[src/include/hub75_macros.svh]
// **********************************************************
// hub75 panel geometry
// banks, rows, columns, channels, bitplanes and the
// address widths derived from them
// **********************************************************

`ifndef HUB75_MACROS_SVH
`define HUB75_MACROS_SVH

`define HUB75_N_BANKS   2                    // banks shifted in parallel
`define HUB75_N_ROWS    8                    // row addresses per bank, power of two
`define HUB75_N_COLS    16                   // columns per row
`define HUB75_N_CHANS   3                    // r, g, b
`define HUB75_N_PLANES  4                    // bits per channel = bitplanes

`define HUB75_LOG_ROWS  $clog2(`HUB75_N_ROWS)   // row address width
`define HUB75_LOG_COLS  $clog2(`HUB75_N_COLS)   // column address width
`define HUB75_LOG_BANKS $clog2(`HUB75_N_BANKS)  // bank select width

`endif

[src/logic/hub75_pkg.sv]
// **********************************************************
// hub75 shared types
// pixel, host write, timing config and panel pin bundles
// **********************************************************

`include "hub75_macros.svh"

package hub75_pkg;

	typedef struct packed {
		logic [`HUB75_N_PLANES-1:0] r;       // msb field
		logic [`HUB75_N_PLANES-1:0] g;
		logic [`HUB75_N_PLANES-1:0] b;
	} pixel_t;

	typedef struct packed {
		logic                        en;     // write strobe
		logic [`HUB75_LOG_BANKS-1:0] bank;
		logic [`HUB75_LOG_ROWS-1:0]  row;
		logic [`HUB75_LOG_COLS-1:0]  col;
		pixel_t                      data;
	} fb_wr_t;

	typedef struct packed {
		logic [7:0] pre_latch_len;           // blank high before le
		logic [7:0] latch_len;               // le width
		logic [7:0] post_latch_len;          // gap after le
		logic [7:0] bit_len;                 // display time of plane 0
	} hub75_cfg_t;

	typedef struct packed {
		logic [`HUB75_LOG_ROWS-1:0]                   addr;
		logic [`HUB75_N_BANKS*`HUB75_N_CHANS-1:0]     data;   // bank b chan c at b*3+c
		logic                                         clk;
		logic                                         le;
		logic                                         blank;
	} hub75_pins_t;

endpackage

[src/logic/hub75_phy.sv]
// **********************************************************
// hub75 pin stage
// one register on every panel pin, blanked out of reset
// **********************************************************

`timescale 1ns/1ps

`include "hub75_macros.svh"

module hub75_phy (
	input  logic                                        clk,
	input  logic                                        rst,
	input  logic [`HUB75_LOG_ROWS-1:0]                  addr,
	input  logic [`HUB75_N_BANKS*`HUB75_N_CHANS-1:0]    data,
	input  logic                                        sclk,    // shift clock
	input  logic                                        le,
	input  logic                                        blank,
	output hub75_pkg::hub75_pins_t                      pins
);

	// same depth on all pins keeps clk/data/le alignment
	always_ff @(posedge clk or posedge rst) begin
		if (rst) begin
			pins.addr  <= '0;
			pins.data  <= '0;
			pins.clk   <= 1'b0;
			pins.le    <= 1'b0;
			pins.blank <= 1'b1;                 // dark until first plane
		end else begin
			pins.addr  <= addr;
			pins.data  <= data;
			pins.clk   <= sclk;
			pins.le    <= le;
			pins.blank <= blank;
		end
	end

endmodule

[config.mk]
export PLATFORM = sky130hd
export DESIGN_NAME = hub75_phy
export DESIGN_NICKNAME = d
export VERILOG_FILES = /design/src/logic/hub75_pkg.sv /design/src/logic/hub75_phy.sv
export VERILOG_INCLUDE_DIRS = /design/src /design/src/include
export SDC_FILE = /design/constraint.sdc
export NUM_CORES = 1
export LEC_CHECK = 0
export BUFFER_PORTS_ARGS = -buffer_cell sky130_fd_sc_hd__buf_4
export CAP_MARGIN = 0
export CELL_PAD_IN_SITES_DETAIL_PLACEMENT = 0
export CELL_PAD_IN_SITES_GLOBAL_PLACEMENT = 2
export CORE_AREA = 10 10 47 49
export CTS_BUF_LIST = sky130_fd_sc_hd__clkbuf_8
export CTS_CLUSTER_DIAMETER = 40
export DETAILED_ROUTE_END_ITERATION = 8
export DIE_AREA = 0 0 57 59
export GPL_ROUTABILITY_DRIVEN = 0
export MAX_ROUTING_LAYER = met4
export PLACE_DENSITY_LB_ADDON = 0.05
export SYNTH_ARGS = -nofsm -noshare
export SYNTH_HDL_FRONTEND = slang
export SYNTH_SLANG_ARGS = --single-unit
[constraint.sdc]
create_clock -name clk -period 1.7 [get_ports clk]
set_input_delay 0.255 -clock clk [delete_from_list [all_inputs] [get_ports clk]]
set_output_delay 0.255 -clock clk [all_outputs]
set_load 0.02 [all_outputs]
---- Word-level counts from Yosys, hierarchy flattened ----
Cells that the tools add are included.
storage, ports and cells
  register bits after elaboration ......... 12
  output and inout bits ................... 12
  word-level logic and storage cells ...... 5
  input port bits ......................... 14

---- Logic depth before layout (Yosys ltp) ----
  depth in word-level cells ............... 0
  depth in mapped cells ................... 1
  mapped depth without buffers ............ 1

---- Worst setup path before layout ----
Ideal clock, no wire load.
  path kind ............................... reg-to-output
  start ................................... reg pins[0] in the netlist's numbering
  end ..................................... out pins[0] in the netlist's numbering
  data required time ...................... 1445 ps
  path slack .............................. 891 ps
  arrival ................................. 554 ps
  path buffers ............................ 0
  stages on the path, launching flop included .. 1
  cells stage by stage .................... dfstp_2
RTL lines
  element          line             text
  start, declared  hub75_phy.sv:18  output hub75_pkg::hub75_pins_t pins
No word-level cell between the ends.

---- Worst setup path in the final report ----
  start ................................... reg pins[0] in the netlist's numbering
  end ..................................... out pins[0] in the netlist's numbering
No word-level cell between the ends.

==> flow_summary.toml <==
[synth]
synth_top_cells_by_area = "dfrtp_1 90%, dfstp_2 8.6%, inv_1 1.2%"
yosysSeqAreaShare = 0.988
async_reset_ff_frac = 1.00
yosys_warnings = 0
syn_area_per_cell_um2 = 23.5
ys_top_cells_by_count = "11 x dfrtp_1, 1 x dfstp_2, 1 x inv_1"
yosysUniqueCellTypes = 3
syn-cell-area_um2 = 305
synth_top_area_frac = 0.902
synth_top_flop_cell = "dfrtp_1"
synth_top_cell_by_area = "dfrtp_1"
syn_inst = 13
yosysMostFrequentCell = "dfrtp_1"
synth-seq-cells = 12
synthesis.nets = 27
synth-edff-count = 0

[final_layout]
top_register = "pins"
postLayoutCoreUtil = 0.398
largest_reg_flops = 12
nets = 57
ff_latch_area_um2 = 302
multi_input_area_um2 = 0
antenna_cells = 0
drive_gt1_frac = 0.690
nFillCells = 159
largest_registers = "pins: 12 flops"
multi_input_comb_cells = 0
area_growth_pct = 82.8

[clocking]
clock_path_buffers = 2
root_buffer = "clkbuf_8"
post_cts_buffers = 0
cts_max_level = 1
clock-sinks = 12
cts_hold_buf = 0
cts_made_buffers = 3
ctsResizeCount = 0
cts_tree = "done"
path_clk_slew_ns = 0.05

[pwr]
internal_power_uw = 496
switching_share = 0.206
total_power_uw = 625
ir_drop_v = 0.000557
clock_power_share = 0.394
seq_power_share = 0.490
combPwrFrac = 0.116
power-per-cell-area_nw_per_um2 = 1120
p_switching_uw = 129
p_leak_nw = 0.291

[critical_path]
cpLargestDelayFamily = "flip-flops"
cp.required_ns = 1.44
cp.arrival_ns = 0.87
critPathMaxStageDelay_ns = 0.51
critPathLaunch = "pins[0]$_DFF_PP1_"
crit_buf_inv = 1
cpMaxStageDelayCell = "dfstp_2"
start_kind = "register"
crit_fanout = 1
crit_chain = "buf_4"
crit_type = "reg -> out"
endpoint_kind = "primary output"

[sta]
drv_slew = 0
finalSetupTns_ns = 0
finalCriticalPeriod_ns = 1.12
finalHoldViolCount = 0
relSlewSlack = 0.723
min_period_over_period = 0.660
fmax_ghz = 0.891
rsz0062_at_grt = "no"
worst_pin_slew_ns = 0.415
setup_viol = 0

[global_route]
grt_antenna_before_repair = 0
grt_max_degree = 13
grt_overflow = 0
grt_first_pass_wirelength_um = 1540
grt_pass1_vias = 278
grt_util_all_layers = 0.0647

[drt]
wl_um = 956
wl_per_cell_um = 16.5
vias_per_cell = 3.64
dr.pass1.iters = 2
postRouteAntennaNets = 0
drc = 0
vias = 211
drt_iter0_drc = 2

[die]
start_util = 0.218
dieHeight_um = 59
ios = 26
design.core.area_um2 = 1400
die-area_um2 = 3360
placementRows = 14
fp.dieW_um = 57

[min_path]
hold_path.class = "in -> async"

[status]
status = "finished, final reports clean"

[placed_design]
port_buffers = 25

[job]
drv_cap = 0
[power groups by stage]
stage                     logic [mW]  registers, mW  clock network (mW)
after global routing          0.0783          0.308               0.269
after floorplan              0.00434          0.329                   0
after global placement        0.0728          0.311                   0
after detailed placement      0.0746          0.311                   0
after CTS                     0.0746          0.306               0.259
final                         0.0722          0.306               0.246
[metrics by stage]
step | instance area, um2 | hold slack, ns | std cells | setup slack [ns]
floorplan | 305 | 0.119 | 13 | 0.891
global placement | 513 | 0.263 | 54 | 0.824
detailed placement | 513 | 0.283 | 54 | 0.820
CTS | 558 | 0.0287 | 58 | 0.565
global route | 558 | 0.0559 | 58 | 0.553
finish | 558 | 0.0153 | 58 | 0.577
[worst paths after layout]
check	endpoint	slack, ns	cells past startpoint
max in group asynchronous	pins[0]$_DFF_PP1_	1.36	2
max	pins[0]	0.58	1
min	pins[3]$_DFF_PP0_	0.02	2
min in group clk	pins[2]$_DFF_PP0_	0.13	1
[placed cells by master, fill, tap and decap left out]
cell type | Yosys | final
buf_4 | 0 | 25
clkbuf_8 | 0 | 3
dfstp_2 | 1 | 1
inv_1 | 1 | 2
dfrtp_1 | 11 | 11
[layer usage]
metal / up-vias / part of all wire / global-route usage / wire length (um)
li1: 96 / - / - / -
met1: 89 / 0.58 / 0.0906 / 554
met2: 26 / 0.29 / 0.0589 / 276
met3: 0 / 0.13 / 0.0429 / 126
met4: 0 / 0 / 0.0403 / 0
met5: - / 0 / - / 0
[area by class of cell]
| cell class | count | share of cell area |
|---|---|---|
| clock buffers | 3 | 0.0740 |
| clock inverters | 1 | 0.00673 |
| inverters | 1 | 0.00673 |
| flip-flops and latches | 12 | 0.540 |
| well taps | 16 | 0.0359 |
| repair buffers | 25 | 0.336 |
[cells by family after synthesis]
kind of cell / after synthesis / synth area share
buffers and inverters: 1 / 0.0123
DFF: 12 / 0.988
No activity file was read; power rests on OpenSTA's default activity.
