**config.mk**
```make
export PLATFORM = sky130hd
export DESIGN_NAME = hub75_scan
export DESIGN_NICKNAME = d
export VERILOG_FILES = /design/src/logic/hub75_scan.sv
export VERILOG_INCLUDE_DIRS = /design/src /design/src/include
export SDC_FILE = /design/constraint.sdc
export NUM_CORES = 1
export LEC_CHECK = 0
export BUFFER_PORTS_ARGS = -buffer_cell sky130_fd_sc_hd__buf_2
export CAP_MARGIN = 20
export CORE_AREA = 3 3 40 42
export DETAILED_ROUTE_END_ITERATION = 10
export DIE_AREA = 0 0 43 45
export PLACE_DENSITY = 0.44
export SLEW_MARGIN = 15
export SYNTH_ARGS = -nofsm -noshare
export SYNTH_HDL_FRONTEND = slang
export SYNTH_SLANG_ARGS = --single-unit
export TNS_END_PERCENT = 20
```
**constraint.sdc**
```tcl
create_clock -name clk -period 4.8 [get_ports clk]
set_clock_uncertainty 0.2 [all_clocks]
set_input_delay 0.24 -clock clk [delete_from_list [all_inputs] [get_ports clk]]
set_output_delay 0.24 -clock clk [all_outputs]
set_load 0.01 [all_outputs]
```
**src/include/hub75_macros.svh**
```systemverilog
// **********************************************************
// hub75 panel geometry
// banks, rows, columns, channels, bitplanes and the
// address widths derived from them
// **********************************************************

`ifndef HUB75_MACROS_SVH
`define HUB75_MACROS_SVH

`define HUB75_N_BANKS   2                    // banks shifted in parallel
`define HUB75_N_ROWS    8                    // row addresses per bank, power of two
`define HUB75_N_COLS    16                   // columns per row
`define HUB75_N_CHANS   3                    // r, g, b
`define HUB75_N_PLANES  4                    // bits per channel = bitplanes

`define HUB75_LOG_ROWS  $clog2(`HUB75_N_ROWS)   // row address width
`define HUB75_LOG_COLS  $clog2(`HUB75_N_COLS)   // column address width
`define HUB75_LOG_BANKS $clog2(`HUB75_N_BANKS)  // bank select width

`endif

```
**src/logic/hub75_scan.sv**
```systemverilog
// **********************************************************
// hub75 row scan
// steps through rows 0..N-1 once per frame, one bcm
// request per row, ready again at the frame boundary
// **********************************************************

`timescale 1ns/1ps

`include "hub75_macros.svh"

module hub75_scan (
	input  logic                        clk,
	input  logic                        rst,
	input  logic                        ctrl_go,    // start one frame
	output logic                        ctrl_rdy,   // idle, between frames
	output logic                        bcm_go,
	output logic [`HUB75_LOG_ROWS-1:0]  bcm_row,
	input  logic                        bcm_rdy
);

	typedef enum logic [1:0] {
		S_IDLE,
		S_GO,                                   // bcm_go cycle
		S_WAIT                                  // row in progress
	} state_t;

	state_t                       state;
	logic [`HUB75_LOG_ROWS-1:0]   row;

	always_ff @(posedge clk or posedge rst) begin
		if (rst) begin
			state <= S_IDLE;
			row   <= '0;
		end else begin
			case (state)
				S_IDLE: if (ctrl_go) begin
					row   <= '0;                    // linear scan from top
					state <= S_GO;
				end
				S_GO: state <= S_WAIT;              // bcm_rdy drops next cycle
				S_WAIT: if (bcm_rdy) begin
					if (&row) begin
						state <= S_IDLE;            // last row done
					end else begin
						row   <= row + 1'b1;
						state <= S_GO;
					end
				end
				default: state <= S_IDLE;
			endcase
		end
	end

	assign ctrl_rdy = (state == S_IDLE);
	assign bcm_go   = (state == S_GO);
	assign bcm_row  = row;                      // held for the whole row

	a_go_when_rdy: assert property (
		@(posedge clk) disable iff (rst)
		ctrl_go |-> ctrl_rdy
	) else $error("scan started while a frame is running");

endmodule

```
# After elaboration in Yosys (flattened, before gate mapping)

Cells that the tools add are included.
Widths: inputs -> output; s select.

Bits of input ports: 4
Register bits: 5
Logic and storage cells: 21

Reductions and logical operators: 5
Equality and inequality tests: 5
Add/sub/neg operators: 1
Muxes and demuxes: 8

Operators by type and width:

| operator            | count |
|---|---|
| $mux 3              | 3 |
| $ne 2x2->1 const B  | 3 |
| $pmux 2 s3          | 1 |
| $pmux 3 s2          | 1 |
| $mux 2              | 2 |
| $reduce_and 4->1    | 1 |
| $add 3x1->3 const B | 1 |
| $reduce_and 3->1    | 1 |
| $eq 2x1->1 const B  | 1 |
| $eq 2x2->1 const B  | 1 |
| $logic_not 2->1     | 1 |
| $reduce_and 2->1    | 1 |
| $reduce_bool 2->1   | 1 |
| $mux 1              | 1 |

# Logic depth before layout (Yosys ltp)

Depth after elaboration: 4
Depth in mapped cells: 5

# Worst setup path before layout

Ideal clock, no wire load.

Kind: register -> register
From: register row[0] (netlist: bcm_row[0])
To: register row[0] (netlist: bcm_row[0])
Path buffers: 0
Data arrival time: 1435 ps
Path slack: 3040 ps
Cell stages (with the launch flop): 6
Data required time: 4475 ps
Cells stage by stage: dfrtp_1 ha_1 ha_1 and4bb_4 a21oi_2 mux2_4

Longest elaborated chain between the ends: 4
Elaborated cells on any way between the ends: 7
Those cells by class: add/sub (1); eq/ne (1); mux (3); reduce/logical (2)

RTL lines:

| element                | line             | text |
|---|---|---|
| from (decl)            | hub75_scan.sv:28 | `` logic [`HUB75_LOG_ROWS-1:0] row; `` |
| from (signal assigned) | hub75_scan.sv:45 | `row <= row + 1'b1;` |
| $add 3x1->3            | hub75_scan.sv:45 |  |
| $mux 3                 | hub75_scan.sv:42 | `if (&row) begin` |
| $mux 3                 | hub75_scan.sv:41 | `S_WAIT: if (bcm_rdy) begin` |
| $pmux 3 s2             | hub75_scan.sv:35 | `case (state)` |

Several ways; a longest one is shown, not always the timed one. The select of a mux whose other input is x is not followed.
A chain may end at the register's enable or synchronous reset.

# Worst setup path after layout

Same ends and word-level chain as after synthesis.

==> out/qor.yml <==
floorplanning:
  die_w_um: 43
  die_area_um2: 1935
  rows: 13
  initial_core_util_pct: 18.60
  ios: 9
  core-area_um2: 1285
  die_y_um: 45
status:
  status: "finished clean"
power:
  combinationalPowerShare_pct: 38.2
  clkPwrFrac_pct: 24.7
  swShare_pct: 34.14
  power_frac_seq_pct: 37.1
  powerDensity_nw_per_um2: 590.1
  p_sw_mw: 0.06731
  ir_drop_mv: 0.2079
  finalPower_mw: 0.1971
  leakagePower_nw: 0.1847
  p_int_mw: 0.1298
drt:
  via_per_inst: 4.043
  vias: 186
  drt_first_pass_iters: 1
  drc: 0
  drt_wl_total_um: 484
  wl_per_cell_um: 10.52
  dr.first_iter.drc_count: 0
  antenna_left: 0
placement:
  port_buffers: 8
  placedCellCount: 41
  place_congestion: 0.7374
  hpwl_um: 378.6
cells_and_area:
  syn_to_final_growth_pct: 39.79
  fin_nets: 38
  antenna_cells: 0
  final_util_pct: 26.00
  drive_above_1_share_pct: 45.16
  layout_commonest_cell: "buf_2"
  layout_common_cells: "8 x buf_2, 5 x dfrtp_1, 3 x clkbuf_4"
  final_cells: 46
  fillers: 141
sta:
  rsz0062_at_grt: "false"
  fin_crit_ns: 1.783
  max_freq_ghz: 0.5610
  setup_viol: 0
  maxSlewViolCount: 0
  fin_setup_tns_ns: 0
  maxSlewHeadroom_pct: 86.39
  hold_viol_final: 0
  worst_pin_slew_ns: 0.2040
  post-route-period-util_pct: 37.14
grt:
  antenna_found_initial: 0
  first_global_vias: 202
  grt_pass1_wl_um: 883
  grt-ovfl-total: 0
  grt_max_degree: 6
  track_usage_pct: 7.035
setup_path:
  cpMaxStageDelayCell: "dfrtp_1"
  worstSetupEndpointType: "register"
  crit_top_cell: "ha_1"
  crit_chain: "ha_1 > ha_1 > and4bb_4 > a21oi_2 > mux2_4"
  max_stage_delay_ns: 0.41
  cp-start-kind: "register"
  critPathMaxFanout: 4
  cp.arrival_ns: 1.71
  crit_type: "reg2reg"
  required_ns: 4.73
logic_synthesis:
  synth_warnings: 0
  syn_inst: 18
  avgSynthCellArea_um2: 13.28
  syn_area_um2: 239.0
  yosysSeqAreaShare_pct: 52.36
  syn-num-nets: 24
  ys_ff_latch: 5
  ys_types: 11
clocking:
  clockBufferDepth: 2
  cts_sinks: 5
  htree_levels: 1
  clk_pin_slew_ns: 0.04
  cts-resized-gates: 0
  cts_made_buffers: 3
  cts_tree: "done"
  clockRootBuffer: "clkbuf_4"
  clk_latency_ns: 0.24
job:
  maxCapViolations: 0
worst_hold_path:
  min_path_type: "in2reg"
==> cell families after synthesis <==
kind of cell	after synthesis	share of synthesized area (%)
mux	1	6.281
buf+inv	2	3.143
fa+ha+maj	2	10.47
simple gates	5	16.76
flops	5	52.36
compound gates	3	11.00
==> per-layer routing <==
metal / part of all wire (%) / global-route usage, %
met1: 53 / 7.353
met2: 34 / 8.383
met3: 13 / 6.773
met4: 0 / 5.422
met5: 0 / 0
==> power groups by stage <==
stage | Combinational [mW] | Sequential, mW | Clock [mW]
floorplan | 0.0472 | 0.0748 | 0
global placement | 0.0756 | 0.0730 | 0
detailed placement | 0.0757 | 0.0737 | 0
CTS | 0.0770 | 0.0730 | 0.0525
global route | 0.0844 | 0.0755 | 0.0556
finish | 0.0753 | 0.0731 | 0.0487
==> cell type report <==
class	instances	area, um2	area share [%]
clock buffers	4	26.28	7.865
inverters	2	7.507	2.247
multi-input cells	11	106.4	31.84
flip-flops and latches	5	125.1	37.45
well taps	15	18.77	5.618
repair buffers	9	50.05	14.98
==> Yosys cell counts (all sizes together) <==
cell type  number  area share [%]
dfrtp           5              52
a22o            2             7.3
ha              2              10
inv             2             3.1
a21oi           1             3.7
and4bb          1             6.8
mux2            1             6.3
nor2            1             1.6
nor2b           1             2.6
nor3b           1             3.1
or2             1             2.6
==> state kept, by name (all words and copies together), names as in the netlist <==
register and cells:
state 2, bcm_row 3
==> worst max-delay path: cells and delay by family (launching register included) <==
family	cells	cell delay [ns]
and+or+nand+nor	1	0.36
adders and majority gates	2	0.39
DFF	1	0.41
AOI/OAI and AO/OA	1	0.06
muxes	1	0.26
==> per-stage QoR <==
step	instance area (um2)	setup slack, ns	hold WS, ns
after floorplan	239.0	3.040	-0.1815
after global placement	297.8	3.054	-0.04700
after detailed placement	297.8	3.017	-0.04397
after CTS	334.1	3.008	0.03394
after global routing	334.1	2.942	0.04283
final	334.1	3.017	0.03949
==> path summary, 6_finish.rpt <==
kind / to / depth (start not counted) / slack [ns] / from
min in group asynchronous: state[1] / 3 / 0.24 / rst
worst max-delay path: bcm_row[0] / 5 / 3.02 / bcm_row[0]
worst min register to register: bcm_row[2] / 1 / 0.33 / bcm_row[2]
max in group asynchronous: state[0] / 3 / 3.98 / rst
worst max register to register: bcm_row[0] / 5 / 3.02 / bcm_row[0]
worst min-delay path: state[0] / 3 / 0.04 / ctrl_go
==> what timing repair did <==
| item | 4_1_cts | 5_1_grt |
|---|---|---|
| setup buffers | 0 | 0 |
| endpoints found under the hold margin | 5 | 0 |
| hold buffers | 1 | 0 |
Note: power is estimated with default switching activity, not from simulation.
