## src/include/hub75_macros.svh

```systemverilog
// **********************************************************
// hub75 panel geometry
// banks, rows, columns, channels, bitplanes and the
// address widths derived from them
// **********************************************************

`ifndef HUB75_MACROS_SVH
`define HUB75_MACROS_SVH

`define HUB75_N_BANKS   2                    // banks shifted in parallel
`define HUB75_N_ROWS    8                    // row addresses per bank, power of two
`define HUB75_N_COLS    16                   // columns per row
`define HUB75_N_CHANS   3                    // r, g, b
`define HUB75_N_PLANES  4                    // bits per channel = bitplanes

`define HUB75_LOG_ROWS  $clog2(`HUB75_N_ROWS)   // row address width
`define HUB75_LOG_COLS  $clog2(`HUB75_N_COLS)   // column address width
`define HUB75_LOG_BANKS $clog2(`HUB75_N_BANKS)  // bank select width

`endif

```

## src/logic/hub75_pkg.sv

```systemverilog
// **********************************************************
// hub75 shared types
// pixel, host write, timing config and panel pin bundles
// **********************************************************

`include "hub75_macros.svh"

package hub75_pkg;

	typedef struct packed {
		logic [`HUB75_N_PLANES-1:0] r;       // msb field
		logic [`HUB75_N_PLANES-1:0] g;
		logic [`HUB75_N_PLANES-1:0] b;
	} pixel_t;

	typedef struct packed {
		logic                        en;     // write strobe
		logic [`HUB75_LOG_BANKS-1:0] bank;
		logic [`HUB75_LOG_ROWS-1:0]  row;
		logic [`HUB75_LOG_COLS-1:0]  col;
		pixel_t                      data;
	} fb_wr_t;

	typedef struct packed {
		logic [7:0] pre_latch_len;           // blank high before le
		logic [7:0] latch_len;               // le width
		logic [7:0] post_latch_len;          // gap after le
		logic [7:0] bit_len;                 // display time of plane 0
	} hub75_cfg_t;

	typedef struct packed {
		logic [`HUB75_LOG_ROWS-1:0]                   addr;
		logic [`HUB75_N_BANKS*`HUB75_N_CHANS-1:0]     data;   // bank b chan c at b*3+c
		logic                                         clk;
		logic                                         le;
		logic                                         blank;
	} hub75_pins_t;

endpackage

```

## src/logic/hub75_bcm.sv

```systemverilog
// **********************************************************
// hub75 binary code modulator
// runs the planes of one row lsb first, latch sequence
// per plane, next plane shifts while this one is shown
// **********************************************************

`timescale 1ns/1ps

`include "hub75_macros.svh"

module hub75_bcm (
	input  logic                          clk,
	input  logic                          rst,
	// from scan
	input  logic                          ctrl_go,
	input  logic [`HUB75_LOG_ROWS-1:0]    ctrl_row,
	output logic                          ctrl_rdy,
	input  hub75_pkg::hub75_cfg_t         cfg,
	// shifter
	output logic                          shift_go,
	output logic [`HUB75_N_PLANES-1:0]    shift_plane,   // one-hot
	input  logic                          shift_rdy,
	// blanking
	output logic                          blank_go,
	output logic [`HUB75_N_PLANES-1:0]    blank_plane,   // one-hot
	input  logic                          blank_rdy,
	// to phy
	output logic [`HUB75_LOG_ROWS-1:0]    phy_addr,
	output logic                          phy_le
);

	typedef enum logic [2:0] {
		S_IDLE,
		S_START,                                // shift of plane 0
		S_WAIT,                                 // shift done and previous plane shown
		S_PRE,
		S_LATCH,
		S_POST,
		S_FIRE,                                 // show plane, shift next
		S_DRAIN                                 // last plane on display
	} state_t;

	state_t                       state;
	logic [`HUB75_N_PLANES-1:0]   plane;        // one-hot, current plane
	logic [`HUB75_LOG_ROWS-1:0]   row_q;
	logic [`HUB75_LOG_ROWS-1:0]   addr;
	logic [7:0]                   cnt;          // shared phase timer

	always_ff @(posedge clk or posedge rst) begin
		if (rst) begin
			state <= S_IDLE;
			plane <= '0;
			row_q <= '0;
			addr  <= '0;
			cnt   <= '0;
		end else begin
			case (state)
				S_IDLE: if (ctrl_go) begin
					row_q <= ctrl_row;
					plane <= `HUB75_N_PLANES'(1);   // lsb plane first
					state <= S_START;
				end
				S_START: state <= S_WAIT;
				S_WAIT: if (shift_rdy && blank_rdy) begin
					cnt   <= cfg.pre_latch_len;
					state <= S_PRE;
				end
				S_PRE: if (cnt <= 8'd1) begin
					cnt   <= cfg.latch_len;
					state <= S_LATCH;
					if (plane[0])
						addr <= row_q;              // new row goes out with first latch
				end else begin
					cnt <= cnt - 1'b1;
				end
				S_LATCH: if (cnt <= 8'd1) begin
					cnt   <= cfg.post_latch_len;
					state <= S_POST;
				end else begin
					cnt <= cnt - 1'b1;
				end
				S_POST: if (cnt <= 8'd1) state <= S_FIRE;
					else cnt <= cnt - 1'b1;
				S_FIRE: if (plane[`HUB75_N_PLANES-1]) begin
					state <= S_DRAIN;               // nothing left to shift
				end else begin
					plane <= {plane[`HUB75_N_PLANES-2:0], 1'b0};
					state <= S_WAIT;
				end
				S_DRAIN: if (blank_rdy) state <= S_IDLE;
				default: state <= S_IDLE;
			endcase
		end
	end

	assign ctrl_rdy    = (state == S_IDLE);
	assign shift_go    = (state == S_START) ||
	                     ((state == S_FIRE) && !plane[`HUB75_N_PLANES-1]);
	assign shift_plane = (state == S_FIRE) ? {plane[`HUB75_N_PLANES-2:0], 1'b0} : plane;
	assign blank_go    = (state == S_FIRE);
	assign blank_plane = plane;
	assign phy_addr    = addr;
	assign phy_le      = (state == S_LATCH);

	// latching while lit would smear the previous plane
	a_le_blanked: assert property (
		@(posedge clk) disable iff (rst)
		phy_le |-> blank_rdy
	) else $error("le raised while the panel is lit");

endmodule

```

## config.mk

```make
export PLATFORM = sky130hd
export DESIGN_NAME = hub75_bcm
export DESIGN_NICKNAME = d
export VERILOG_FILES = /design/src/logic/hub75_pkg.sv /design/src/logic/hub75_bcm.sv
export VERILOG_INCLUDE_DIRS = /design/src /design/src/include
export SDC_FILE = /design/constraint.sdc
export NUM_CORES = 1
export LEC_CHECK = 0
export BUFFER_PORTS_ARGS = -buffer_cell sky130_fd_sc_hd__buf_2
export CELL_PAD_IN_SITES_DETAIL_PLACEMENT = 1
export CELL_PAD_IN_SITES_GLOBAL_PLACEMENT = 1
export CORE_ASPECT_RATIO = 1.5
export CORE_MARGIN = 1.5
export CORE_UTILIZATION = 36
export CTS_CLUSTER_DIAMETER = 150
export DETAILED_ROUTE_END_ITERATION = 8
export PLACE_DENSITY = 0.83
export SETUP_SLACK_MARGIN = 0.3
export SLEW_MARGIN = 15
export SYNTH_ARGS = -nofsm -noshare
export SYNTH_HDL_FRONTEND = slang
export SYNTH_SLANG_ARGS = --single-unit
export TNS_END_PERCENT = 100
```

## constraint.sdc

```tcl
create_clock -name clk -period 2.5 [get_ports clk]
set_input_delay 0.125 -clock clk [delete_from_list [all_inputs] [get_ports clk]]
set_output_delay 0.125 -clock clk [all_outputs]
set_load 0.05 [all_outputs]
```

# Word-level counts from Yosys, hierarchy flattened
# Cells that the tools add are included.
[totals]
output_inout_bits = 15
n_memories = 0
rom_bits = 0
reg_bits = 21
in_bits = 40
latchBits = 0
mem_bits_rw = 0
[op_classes]
div_mod_pow = 0
n_lt_le_gt_ge = 1
eq_ne = 15
bitwise_logic = 0
shifts = 0
multipliers = 0
n_addsub = 1
muxes = 17
reduce_logical = 13
[op_table]
columns = ["operator", "count"]
rows = [
  ["8-bit two-way mux", 4],
  ["8-bit one-hot mux with 4 select lines", 1],
  ["3-bit one-hot mux with 8 select lines", 1],
  ["3-bit two-way mux", 7],
  ["2-bit != test (second input constant)", 7],
  ["3-bit == test (second input constant)", 4],
  ["4-bit two-way mux", 3],
  ["3-bit AND reduction", 3],
  ["8-bit by 1-bit <= comparator with 1-bit output (second input constant)", 1],
  ["4-bit one-hot mux with 2 select lines", 1],
  ["8-bit by 1-bit subtractor with 8-bit output (second input constant)", 1],
  ["3-bit by 2-bit == test with 1-bit output (second input constant)", 2],
  ["6-bit AND reduction", 1],
  ["2-bit AND reduction", 2],
  ["4-bit nonzero test", 1],
  ["3-bit by 1-bit == test with 1-bit output (second input constant)", 1],
  ["3-bit zero test", 1],
  ["1-bit logical AND", 2],
  ["2-bit by 1-bit != test with 1-bit output (second input constant)", 1],
  ["2-bit nonzero test", 1],
  ["1-bit zero test", 1],
  ["1-bit logical OR", 1],
]

# Longest topological paths before layout
[logic_depth]
depth_word = 3
depth_mapped = 9

# Least setup slack after synthesis
# Ideal clock, no wire load.
[synth_path]
path_kind = "register -> register"
from = "reg state[0]"
to = "reg row_q[0]"
setup_ns = 0.125
stages_incl_launch_ff = 8
n_path_buf = 2
path_slack_ns = -0.002
synth_period_minus_slack_ns = 2.502
arrival_ns = 2.377
cell_sequence = "dfrtp_1 -> inv_1 -> ha_1 -> clkbuf_1 -> nor2b_1 -> and2_1 -> clkbuf_1 -> mux2_2"
[synth_via]
elab_chain_cells = 2
[synth_rtl]
columns = ["element", "line", "rtl"]
rows = [
  ["from (decl)", "hub75_bcm.sv:43", "state_t state;"],
  ["from (signal assigned)", "hub75_bcm.sv:51", "state <= S_IDLE;"],
  ["from (signal assigned)", "hub75_bcm.sv:61", "state <= S_START;"],
  ["from (signal assigned)", "hub75_bcm.sv:63", "S_START: state <= S_WAIT;"],
  ["3-bit zero test", "n/a", ""],
  ["net ctrl_rdy", "hub75_bcm.sv:17", "output logic ctrl_rdy,"],
  ["2-bit AND reduction (no source line)", "n/a", ""],
  ["to (signal assigned)", "hub75_bcm.sv:59", "row_q <= ctrl_row;"],
  ["to (decl)", "hub75_bcm.sv:45", "logic [`HUB75_LOG_ROWS-1:0] row_q;"],
]
# The timed path passes the listed nets, and every way through them passes these cells.
# A chain may end at the register's enable or synchronous reset.

# Worst setup path after layout
[layout_path]
from = "reg cnt[5]"
to = "reg cnt[7]"
[layout_via]
elab_chain_cells = 3
word_cells_on_any_way = 8
classes_between = "add/sub (1); order compare (1); eq/ne (1); mux (4); reduce/logical (1)"
[layout_rtl]
columns = ["element", "line", "rtl"]
rows = [
  ["from (decl)", "hub75_bcm.sv:47", "logic [7:0] cnt;"],
  ["from (signal assigned)", "hub75_bcm.sv:65", "cnt <= cfg.pre_latch_len;"],
  ["from (signal assigned)", "hub75_bcm.sv:69", "cnt <= cfg.latch_len;"],
  ["from (signal assigned)", "hub75_bcm.sv:74", "cnt <= cnt - 1'b1;"],
  ["8-bit by 1-bit subtractor with 8-bit output / 8-bit by 1-bit <= comparator with 1-bit output (equally long branches)", "n/a", ""],
  ["8-bit two-way mux, or another cell as far along", "hub75_bcm.sv:82", "S_POST: if (cnt <= 8'd1) state <= S_FIRE;"],
  ["8-bit one-hot mux with 4 select lines / 3-bit AND reduction (equally long branches)", "n/a", ""],
]
# Parallel ways exist; a longest one is shown, timed or not. The select of a mux whose other input is x is not followed.

==> summary.md <==
| Metric | Value |
|---|---|
| Critical Path RT | 2.65 ns |
| Die area | 4430 µm² |
| Final min period | between 2 and 2.5 ns |
| Post-DP HPWL | approximately 3.2 mm |
| Final Instance Area | 1860 µm² |
| Final #Nets | 255 |
| Setup ws final | roughly 0.31 ns |
| Hold_buf cts | 0 |
| Share of layout cells above drive strength 1 | 40.4% |
| Pwr dens | about 1600 nW/µm² |
| Site row count | 28 |
| Vias per inst | 5.82 |
| Hold crit path type | primary input to asynchronous set/reset pin |
| Num Clock Sinks | 21 |
| Inserted Clock Buffers | 3 |
| Skew final | roughly 0.0037 ns |
| Clock Latency Late Sink | between 0.2 and 0.3 ns |
| Place WS | approximately 0.11 ns |
| Worst vdd ir | 835 µV |
| Slew Viols, Final | 0 |
| Placed Area | ~1700 µm² |
| Largest net degree at the start of global routing | 22 |
| CTS Root Cell | clkbuf_8 |
| R2r setup slk | about 0.31 ns |
| Vias in the first global route | approximately 1500 |
| Sequential element share of the synthesized area | 36.2% |
| Total of max-cap violations | 0 |
| Syn Nets | ~200 |
| CTS tree | done |
| Total grt overflow | 0 |
| Final Util | a little under half |
| Routed len/inst | ~18 µm |
| Status | completed |
| Synthesized area | roughly 1500 µm² |
| Antenna Nets Post-Route | 0 |
| Initial antenna violation count | 0 |
| Via count | between 1000 and 1500 |
| First-pass GRT wire length | between 7 and 8 mm |
| Avg Inst Size Synth | about 9.4 µm² |
| Synth warn | 0 |
| GRT Util Overall | 22.3% |
| P&R area growth vs syn | 28.3% |
| Gp weighted congestion | 0.835 |
| DRC violations left | 0 |
| Cells after Synth | ~160 |
| Port-buffer cells | between 40 and 50 |
| Highest-count cells in the layout ignoring fill and taps | buf_2, dfrtp_1, nand2_1, mux2_2, buf_4 |
| Yosys cell types | 39 |
| Leakage power | between 0.8 and 0.9 nW |
| CTS max path bufs | 2 |
| Worst Setup End Kind | flop |
| Router iterations before antenna repair | 4 |
| Max Freq | 457 MHz |
| CP arrival | 2.34 ns |
| Worst-path clk slew | roughly 0.08 ns |
| Die W | 54.8 µm |
| Final number of setup-violating endpoints | 0 |
| Initial DRC Count | 29 |
| Final hold vios | 0 |
| RSZ-0062 raised after global routing | true |
| Worst slew margin | 43.1% |
| Fill count | about 480 |
| Setup Crit Path Kind | flop to flop |
| ANT cells | 0 |
| H-tree Lvls | 1 |
| Die H | between 80 and 90 µm |
| Commonest non-fill, non-tap cell in the layout | buf_2 |
| I/O pins | 55 |
| Critical path launch point type | flop |
| Worst Path Max Fanout | 9 |
| Worst Max-Slew Pin Slew | 0.852 ns |
| Tot Pwr | about 0.0029 W |
| Final wirelength | about 4.5 mm |
| Starting Density | approximately 37% |
| Placeable Area | a little under 4000 µm² |
| Final Cycle Share | 87.5% |
| #FFs+latches synth | 21 |
| Total negative slack | 0 ns |
-- synthesized netlist by cell type, drive strengths merged --
master	n	area (µm²)
or3	3	18.8
a22o	3	26.3
o31ai	1	7.51
o2bb2ai	3	26.3
or2	1	6.26
nand2	13	48.8
nor4	5	31.3
a211oi	1	7.51
a32oi	4	35.0
mux2	11	124
xor2	1	8.76
a22oi	4	30.0
o221ai	4	52.6
a21oi	5	28.8
inv	8	30.0
o32ai	2	17.5
o21bai	4	30.0
dfrtp	21	526
nor3	3	15.0
o22ai	3	18.8
buf	2	22.5
nand2b	3	18.8
o21ai	12	63.8
or4	2	18.8
nor2b	5	31.3
a21o	1	7.51
a31o	1	8.76
nor2	8	30.0
a32o	1	10.0
and2	4	25.0
o311ai	1	8.76
ha	6	75.1
and3	1	6.26
clkbuf	7	26.3
mux2i	1	10.0
-- cell families after synthesis --
group,share of synthesized area (%)
xor+xnor,0.604
mux,9.22
flops,36.2
simple gates,17.2
compound gates,26.1
fa+ha+maj,5.17
buf+inv,5.43
-- worst max-delay path, cell delays in order (launching register included) --
cell      delay [ns]
dfrtp_1         0.41
or4_4           0.57
or3_4           0.45
o221ai_4        0.25
buf_12          0.16
inv_1           0.04
a22o_1          0.19
-- registers in the layout, summed over array words and instances (netlist names) --
name / cells
row_q: 3
state: 3
blank_plane: 4
phy_addr: 3
cnt: 8
-- repair_timing --
action,CTS,global route
pin swaps,1,3
gates cloned,0,1
endpoints found under the setup margin,10,13
setup buffers,2,2
gates resized for setup,2,4
-- area by class of cell --
class	instances	area, µm²	share of cell area (%)
multi-input cells	118	878	47.2
flip-flops and latches	21	526	28.2
repair buffers	57	325	17.5
well taps	45	56.3	3.02
clock buffers	3	41.3	2.22
inverters	8	30.0	1.61
clock inverters	1	5.00	0.269
-- worst paths after layout --
kind,cells after the start,from,end
worst max-delay path,6,cnt[5],cnt[7]
worst min-delay path,2,rst,phy_addr[0]
worst max register to register,6,cnt[5],cnt[7]
worst min register to register,1,phy_addr[0],phy_addr[0]
max in group asynchronous,2,rst,state[1]
min in group clk,2,ctrl_row[0],row_q[0]
-- per-layer routing --
metal	up-vias	global-route usage (%)	part of all wire, %
met5	-	0	0
met4	0	7.25	1.9
met3	10	2.21	4.6
met2	52	38.5	54
met1	720	28.0	40
li1	690	-	-
-- through the flow --
stage | hold slack [ns] | std cells
floorplan | 0.102 | 155
global placement | 0.336 | 244
detailed placement | 0.338 | 244
CTS | 0.0503 | 250
global route | 0.0992 | 253
finish | 0.0182 | 253
-- report_power, final --
part           total (W)  internal, W  leakage, nW  switching (W)
logic            0.00203     0.000810        0.598        0.00122
clock network   0.000228     0.000111       0.0255       0.000117
registers       0.000659     0.000500        0.261       0.000160
total            0.00291      0.00142        0.884        0.00149
(Power assumes the default switching activity.)
