File: src/include/hub75_macros.svh
// **********************************************************
// hub75 panel geometry
// banks, rows, columns, channels, bitplanes and the
// address widths derived from them
// **********************************************************

`ifndef HUB75_MACROS_SVH
`define HUB75_MACROS_SVH

`define HUB75_N_BANKS   2                    // banks shifted in parallel
`define HUB75_N_ROWS    8                    // row addresses per bank, power of two
`define HUB75_N_COLS    16                   // columns per row
`define HUB75_N_CHANS   3                    // r, g, b
`define HUB75_N_PLANES  4                    // bits per channel = bitplanes

`define HUB75_LOG_ROWS  $clog2(`HUB75_N_ROWS)   // row address width
`define HUB75_LOG_COLS  $clog2(`HUB75_N_COLS)   // column address width
`define HUB75_LOG_BANKS $clog2(`HUB75_N_BANKS)  // bank select width

`endif

File: src/logic/hub75_blanking.sv
// **********************************************************
// hub75 blanking timer
// lights the panel for bit_len << plane cycles
// **********************************************************

`timescale 1ns/1ps

`include "hub75_macros.svh"

module hub75_blanking (
	input  logic                          clk,
	input  logic                          rst,
	input  logic                          ctrl_go,
	input  logic [`HUB75_N_PLANES-1:0]    ctrl_plane,   // one-hot weight
	input  logic [7:0]                    bit_len,
	output logic                          ctrl_rdy,
	output logic                          phy_blank
);

	localparam int CW = 8 + `HUB75_N_PLANES;    // longest plane fits

	logic            busy;
	logic [CW-1:0]   cnt;
	logic [CW-1:0]   len;

	// one-hot plane as multiplier == shift by plane index
	assign len = CW'(bit_len) * CW'(ctrl_plane);

	always_ff @(posedge clk or posedge rst) begin
		if (rst) begin
			busy <= 1'b0;
			cnt  <= '0;
		end else if (ctrl_go) begin
			busy <= 1'b1;
			cnt  <= len;
		end else if (busy) begin
			if (cnt <= CW'(1))
				busy <= 1'b0;                   // time's up, blank again
			else
				cnt <= cnt - 1'b1;
		end
	end

	assign ctrl_rdy  = ~busy;
	assign phy_blank = ~busy;                   // low = lit

	a_go_when_rdy: assert property (
		@(posedge clk) disable iff (rst)
		ctrl_go |-> ctrl_rdy
	) else $error("blanking restarted mid display");

endmodule

File: config.mk
export PLATFORM = sky130hd
export DESIGN_NAME = hub75_blanking
export DESIGN_NICKNAME = d
export VERILOG_FILES = /design/src/logic/hub75_blanking.sv
export VERILOG_INCLUDE_DIRS = /design/src /design/src/include
export SDC_FILE = /design/constraint.sdc
export NUM_CORES = 1
export LEC_CHECK = 0
export ABC_AREA = 1
export BUFFER_PORTS_ARGS = -buffer_cell sky130_fd_sc_hd__buf_2
export CAP_MARGIN = 10
export CORE_UTILIZATION = 26
export CTS_CLUSTER_DIAMETER = 30
export DETAILED_ROUTE_END_ITERATION = 6
export PLACE_DENSITY = 0.46
export SYNTH_ARGS = -nofsm -noshare
export SYNTH_HDL_FRONTEND = slang
export SYNTH_SLANG_ARGS = --single-unit
File: constraint.sdc
create_clock -name clk -period 4 [get_ports clk]
set_clock_uncertainty 0.1 [all_clocks]
set_input_delay 0.2 -clock clk [delete_from_list [all_inputs] [get_ports clk]]
set_output_delay 0.2 -clock clk [all_outputs]
set_load 0.05 [all_outputs]
Word level (Yosys, flattened, before mapping)
Index checks and enable logic that the tools add are counted.

Flip-flop bits (word level): 13. Latch bits: 0. Memory bits (writable): 0. Memory bits (read-only): 0. Bits of input ports: 15. Logic and storage cells: 15. Memories kept: 0.

Add/sub/neg operators: 1. Multiply operators: 1. Div/mod/pow operators: 0. Magnitude comparators: 1. Equal/unequal tests: 1. Shifts and indexed selects: 0. Mux-type cells: 6. Bitwise logic cells: 1. Reductions and logical operators: 2.

Operator list (number): 12-bit 2-to-1 mux (3); 12-bit by 1-bit <= comparator with 1-bit output (second input constant) (1); 8-bit by 4-bit multiplier with 12-bit output (1); 12-bit by 1-bit subtractor with 12-bit output (second input constant) (1); 1-bit 2-to-1 mux (3); 2-bit != test (second input constant) (1); 2-bit AND reduction (1); 2-bit nonzero test (1); 1-bit inverter (1).

Depth between registers and ports, before layout
Gate-level depths: netlist of run 1.

Depth in word-level cells: 4. Gate-level depth with buffers: 17.

Worst setup path before layout of run 1
No wires, ideal clock.

Path kind: input to register. From: in ctrl_plane[3]. To: reg cnt[10]. Library setup time: 116 ps. Arrival time: 2726 ps. Path slack: 1058 ps. Stages: 15. Path through: clkbuf_1 -> nand2_1 -> fa_1 -> inv_1 -> fa_1 -> inv_1 -> fa_1 -> o21ai_1 -> nand2_1 -> nand2_1 -> nand2_1 -> nand3_1 -> nand2_1 -> nand2_1 -> nand2_1.

Longest elaborated chain between the ends: 2.

Ends and longest elaborated chain: start: declaration (RTL line hub75_blanking.sv:14) `` input logic [`HUB75_N_PLANES-1:0] ctrl_plane, ``; 8-bit by 4-bit multiplier with 12-bit output (RTL line hub75_blanking.sv:27) `assign len = CW'(bit_len) * CW'(ctrl_plane);`; 12-bit 2-to-1 mux (RTL line hub75_blanking.sv:33) `end else if (ctrl_go) begin`; end signal: assignment (RTL line hub75_blanking.sv:35) `cnt <= len;`; end signal: assignment (RTL line hub75_blanking.sv:40) `cnt <= cnt - 1'b1;`; end: declaration (RTL line hub75_blanking.sv:23) `logic [CW-1:0] cnt;`.

Every way passes these cells. A chain may end at the register's enable or synchronous reset.

Worst setup path in the final report of run 1
Ends and elaborated chain as after synthesis.

==> impl_metrics.toml, run 1 <==
[synth]
ys_ff_latch = 13
synth_ff_type = "dfrtp_1"
synth_top_family_by_area = "simple AND/OR/NAND/NOR gates"
ys_types = 29
synth_xor_area_share_pct = 2.27
synthAdderAreaFrac_pct = 24.1
synth-seq-area-share_pct = 16.8
netlist_area_sq_mm = 0.00193
ys_top_cells_by_count = "nand2_1, inv_1, nor2_1, ha_1, nand3_1"
yosysWarnings = 0
synth_most_common_cell = "nand2_1"
muxShareOfSynthArea_pct = 0
synthSimpleGateAreaFrac_pct = 33.9
synthCells = 301
synth-compound-area-share_pct = 8.16
postSynthAreaPerCell_sq_um = 6.42
synth_area_leader_cell = "nand2_1"
synth-edff-count = 0
syn-num-nets = 346
synth_area_leaders = "nand2_1, dfrtp_1, fa_1"
ys_async_sr_fraction_pct = 100
synth_top_area_share_pct = 19.6

[critical_path]
critPathCaptureType = "register"
critPathArrivalTime_ps = 2810
start_kind = "primary input"
cp_slowest_stage_delay_ps = 560
crit_top_cell = "nand2_1"
crit_buf_inv = 3
critical_path.top_delay_family = "adder cells"
cpMaxStageDelayCell = "fa_1"
cp_data_required_time_ps = 4050
crit_fanout = 8
cp_cell_sequence = "buf_2 > nand2_1 > fa_1 > inv_1 > fa_1 > inv_1 > fa_1 > o21ai_1 > nand2_1 > nand2_1 > nand2_1 > nand3_1 > nand2_1 > nand2_1 > nand2_1"
critPathKind = "primary input to register"

[clock_network]
insertion_delay_ps = 250
cts_tree = "done"
clock-sinks = 13
ctsHoldBuffers = 1
ctsResizeCount = 0
path_clk_slew_ps = 60
root_buffer = "clkbuf_8"
post-cts-setup-buffers = 0
h-tree-depth = 1
cts_buffers = 3
clk_path_buf_depth = 2

[run]
cap_violations = 0

[sta]
slew_viol_final = 0
max_freq_mhz = 362
fin_setup_tns_ps = 0
rsz0062_at_grt = "no"
hold_ws_ps = 257
finalCritPeriodShare_pct = 69.1
hold_violations = 0
worst_pin_slew_ps = 549
finalSetupViolCount = 0
fin_crit_ps = 2760
slew_headroom_pct = 63.4

[placement]
port_buffers = 16
gp_congestion = 0.764
place_area_sq_mm = 0.00210
detailed_place_hpwl_mm = 3.52
dpl.cell_count = 408

[detailed_routing]
via_per_inst = 4.18
firstDrtPassIters = 4
wl_per_cell_um = 10.4
drt-initial-drc-count = 48
vias = 1726
drc = 0
detail-route-antenna-nets = 0
wirelength_mm = 4.30

[global_route]
grtUsageTotal_pct = 12.6
grt_overflow = 0
grt_max_degree = 17
grt_pass1_vias = 1754
grt_pass1_wl_mm = 7.78
antenna_found_initial = 0

[die]
die_h_um = 88.2
core_sq_mm = 0.00721
io_pins = 17
die_w_um = 88.2
row_count = 31
start_util_pct = 26.8
die-area_sq_mm = 0.00778

[final_layout]
final_cells = 413
nets = 360
layout-drive-gt1-share_pct = 10.2
finalInstanceArea_sq_mm = 0.00215
diodes = 0
area_growth_pct = 11.3

[hold_path]
worstHoldPathType = "primary input to register"

[pwr]
power.density_mw_per_mm2 = 304
power_uw = 653
vdd_drop_max_uv = 84.8
p_leak_uw = 0.00131

[outcome]
status = "complete, no violations"
==> worst register-to-register path: stages, from the launching register on <==
cell,delay [ps]
dfrtp_1,370
inv_1,90
ha_1,250
o21ai_1,210
nor2_2,70
nand2_2,70
nand2_4,70
nand2_4,190
inv_2,90
nand2_1,60
nand3_1,70
==> placed cells by master (no fill, tap or decap), drive strengths merged <==
cell type / instances
xnor2: 1
nand3b: 3
clkbuf: 4
dfrtp: 13
or2: 2
o211ai: 3
nand3: 19
ha: 18
buf: 16
nand4: 1
o21ai: 12
xor2: 4
nor2: 23
a31oi: 1
a21oi: 11
inv: 65
nand2: 104
nor3: 1
dlygate4sd3: 1
fa: 12
==> layout make-up <==
type / count / area (sq um)
well taps: 99 / 124
repair buffers: 17 / 90.1
multi-input cells: 215 / 1320
flip-flops and latches: 13 / 325
inverters: 65 / 244
clock buffers: 4 / 45.0
fillers: 866 / 5060
==> final timing paths <==
kind,slack (ps),end,depth (start not counted),startpoint
setup reg to reg,2230,cnt[7],10,cnt[0]
min in group asynchronous,430,cnt[5],3,rst
hold reg to reg,440,cnt[10],2,cnt[10]
hold / removal,260,cnt[8],3,ctrl_go
setup / recovery,1240,cnt[10],15,ctrl_plane[3]
max in group asynchronous,3000,busy,3,rst
==> logic make-up (layout without fill, tap and decap cells) <==
group / after synthesis / after routing
compound gates: 27 / 27
xor+xnor: 5 / 5
fa+ha+maj: 30 / 30
buf+inv: 73 / 86
flops: 13 / 13
simple gates: 153 / 153
==> per-stage QoR <==
| stage | util (%) | worst slack (ps) |
|---|---|---|
| 2_1_floorplan | - | 1060 |
| 6_report | 29.8 | 1240 |
| 3_5_place_dp | 29.0 | 937 |
| 5_1_grt | 29.8 | 1020 |
| 4_1_cts | 29.8 | 1200 |
| 3_3_place_gp | 29.0 | 972 |
==> power breakdown <==
part	total (uW)	switching [uW]	internal (uW)
sequential	202	38.5	163
combinational	328	197	131
clock	123	52.6	70.7
==> sequential cells by signal, summed over array words and instances, names as in the netlist <==
register,count
busy,1
cnt,12
==> metal layers <==
metal	track usage, %	part of all wire (%)
met2	22.0	45
met5	0	0
met1	16.9	52
met3	0.560	1.5
met4	3.52	1.3
Power figures use the tool's default switching activity.
==> run 2: changes to the inputs <==
--- a/config.mk
+++ b/config.mk
@@ -6,13 +6,13 @@
 export SDC_FILE = /design/constraint.sdc
 export NUM_CORES = 1
 export LEC_CHECK = 0
-export ABC_AREA = 1
+export ABC_AREA = 0
 export BUFFER_PORTS_ARGS = -buffer_cell sky130_fd_sc_hd__buf_2
 export CAP_MARGIN = 10
 export CORE_UTILIZATION = 26
 export CTS_CLUSTER_DIAMETER = 30
 export DETAILED_ROUTE_END_ITERATION = 6
-export PLACE_DENSITY = 0.46
+export PLACE_DENSITY = 0.48
 export SYNTH_ARGS = -nofsm -noshare
 export SYNTH_HDL_FRONTEND = slang
 export SYNTH_SLANG_ARGS = --single-unit
==> constraint.sdc (replaced) <==
create_clock -name clk -period 2.4 [get_ports clk]
set_clock_uncertainty 0.1 [all_clocks]
set_input_delay 0.12 -clock clk [delete_from_list [all_inputs] [get_ports clk]]
set_output_delay 0.12 -clock clk [all_outputs]
set_load 0.05 [all_outputs]
==> impl_metrics.toml, run 2 <==
[outcome]
status = "finished with violations"
violations = "DRC, setup timing"

[detailed_routing]
via_per_inst = 4.70
detail-route-antenna-nets = 0
wl_per_cell_um = 12.6
wirelength_mm = 4.20
firstDrtPassIters = 7
vias = 1561
drc = 1
drt-initial-drc-count = 41

[synth]
netlist_area_sq_mm = 0.00176
ys_types = 46
synthCells = 205
ys_top_cells_by_count = "inv_1, and2_1, ha_1, dfrtp_1"
ys_ff_latch = 13
postSynthAreaPerCell_sq_um = 8.61
ys_async_sr_fraction_pct = 100
yosysWarnings = 0
synth_most_common_cell = "inv_1"
synth-edff-count = 0
synth_area_leaders = "dfrtp_1, fa_1, ha_1"
synth_top_area_share_pct = 18.4
synth-seq-area-share_pct = 18.4
synth_area_leader_cell = "dfrtp_1"
synth_ff_type = "dfrtp_1"
syn-num-nets = 250

[pwr]
pwr-share-clk_pct = 14.3
power.density_mw_per_mm2 = 586
vdd_drop_max_uv = 157
power_uw = 1460
pwr-share-comb_pct = 60.1
pwr-share-seq_pct = 25.7
swShare_pct = 40.3
p_sw_uw = 587
p_leak_uw = 0.00117
p_int_uw = 871

[final_layout]
nFillCells = 698
layout-drive-gt1-share_pct = 38.8
diodes = 0
nets = 301
final_common_cell = "buf_4"
area_growth_pct = 41.1
regArea_sq_um = 325
multi_input_area_sq_mm = 0.00153
largest_register = "cnt"
largestRegisters = "cnt: 12 flops, busy: 1 flops"
final_cell_mix = "buf_4, inv_1, and2_1"
largest_reg_flops = 12

[die]
io_pins = 17
row_count = 29
die-area_sq_mm = 0.00712
die_h_um = 84.4
start_util_pct = 27.3
die_w_um = 84.4
core_sq_mm = 0.00646

[sta]
fin_crit_ps = 2610
rsz0062_at_grt = "yes"
hold_violations = 0
max_freq_mhz = 383
slew_viol_final = 0
hold_ws_ps = 154
worst_pin_slew_ps = 532
finalCritPeriodShare_pct = 109
setup_slack_ps = -208
slew_headroom_pct = 64.5
finalSetupViolCount = 5

[critical_path]
reg2reg_slack_ps = 220
start_kind = "primary input"
critPathCaptureType = "register"
cp_data_required_time_ps = 2410
r2r_end = "cnt[9]"
crit_top_cell = "fa_1"
crit_fanout = 4
reg2regPathDepth = 5
cp_cell_sequence = "buf_2 > and2_4 > fa_1 > inv_1 > fa_1 > inv_2 > ha_4 > nor2b_4 > o211ai_1 > mux2_4 > o2111ai_2 > a31oi_1"
cp_slowest_stage_delay_ps = 540
critical_path.top_delay_family = "adder cells"
critPathArrivalTime_ps = 2610
crit_buf_inv = 3
cpMaxStageDelayCell = "fa_1"
critPathKind = "primary input to register"
r2r-start = "cnt[6]"

[clock_network]
root_buffer = "clkbuf_8"
insertion_delay_ps = 250
h-tree-depth = 1
clk_path_buf_depth = 2
path_clk_slew_ps = 60
clock-sinks = 13
cts_buffers = 3
cts_tree = "done"

[global_route]
grtUsageTotal_pct = 12.4
grt_max_degree = 17
grt_pass1_wl_mm = 7.07
grt_pass1_vias = 1548
antenna_found_initial = 0
grt_overflow = 0

[run]
cap_violations = 0

[placement]
port_buffers = 16
gp_congestion = 0.767
detailed_place_hpwl_mm = 3.42

[hold_path]
hold_depth = 2
hold_end = "cnt[0]"
hp-start = "ctrl_go"
worstHoldPathType = "primary input to register"
## run 2: changes by cell type after synthesis, moves of 4 or more
cell	delta
nor3_1	+7
nand2_1	-89
nor4_1	+4
and2_1	+24
inv_1	-38
nor2_1	-8
nand3_1	-14
xnor2_1	+8
mux2i_1	+4
## run 2: stage by stage
| stage | area [sq um] | TNS [ps] | worst slack (ps) | utilization (%) | instances |
|---|---|---|---|---|---|
| 6_report | 2490 | -750 | -208 | 38.5 | 332 |
| 3_3_place_gp | 2280 | -2670 | -495 | 35.3 | 325 |
| 4_1_cts | 2410 | -1070 | -251 | 37.4 | 332 |
| 3_5_place_dp | 2280 | -3060 | -539 | 35.3 | 325 |
| 5_1_grt | 2490 | -1300 | -315 | 38.5 | 332 |
| 2_1_floorplan | 1900 | -753 | -235 | - | 205 |
## run 2: power groups by stage
stage / logic [uW] / clock network [uW] / registers [uW]
after floorplan: 588 / 0 / 355
after global placement: 786 / 0 / 374
after detailed placement: 790 / 0 / 373
after CTS: 845 / 209 / 371
after global routing: 966 / 221 / 387
final: 876 / 208 / 374
## run 2: cell type report
type,count,share of cell area (%)
multi-input combinational,161,61.3
tap,77,3.87
sequential,13,13.1
inverter,26,3.92
clock buffer,4,1.81
timing repair buffer,51,16.0
## run 2: worst max-delay path by stage
stage                  startpoint      end  slack [ps]  depth (start not counted)
floorplan           ctrl_plane[1]  cnt[11]        -230                         11
global placement    ctrl_plane[1]  cnt[11]        -500                         12
detailed placement  ctrl_plane[1]  cnt[11]        -540                         12
CTS                 ctrl_plane[3]   cnt[8]        -250                         12
global route           bit_len[4]  cnt[11]        -310                         12
finish                 bit_len[3]   cnt[8]        -210                         12
## run 2: metal layers
metal | routed length, um | vias up | track usage [%]
li1 | - | 809 | -
met1 | 2020 | 721 | 16.1
met2 | 2010 | 27 | 21.2
met3 | 89 | 4 | 1.18
met4 | 77 | 0 | 5.08
met5 | 0 | - | 0
## run 2: worst reg2reg max path: cells and delay by family (launching register included)
family | cells | cell delay (ps)
xor+xnor | 1 | 150
flops | 1 | 440
mux | 1 | 260
simple gates | 3 | 1120
## run 2: timing repair
item                       4_1_cts  5_1_grt
pin swaps                       20       16
hold endpoints to repair        13        0
setup endpoints to repair        5        8
buffers inserted                 2        0
hold buffers                     1        0
resized for setup               17       18
## run 2: cell families (layout without fill, tap and decap cells)
kind of cell             after synthesis  in the layout  share of synthesized area (%)
buffers and inverters                 31             81                           7.23
XOR/XNOR                              11             11                           5.46
adder cells (fa/ha/maj)               30             30                           26.4
AND/OR/NAND/NOR                       77             77                           23.9
flip-flops                            13             13                           18.4
multiplexers                           6              6                           3.55
AO/OA/AOI/OAI                         37             37                           15.0
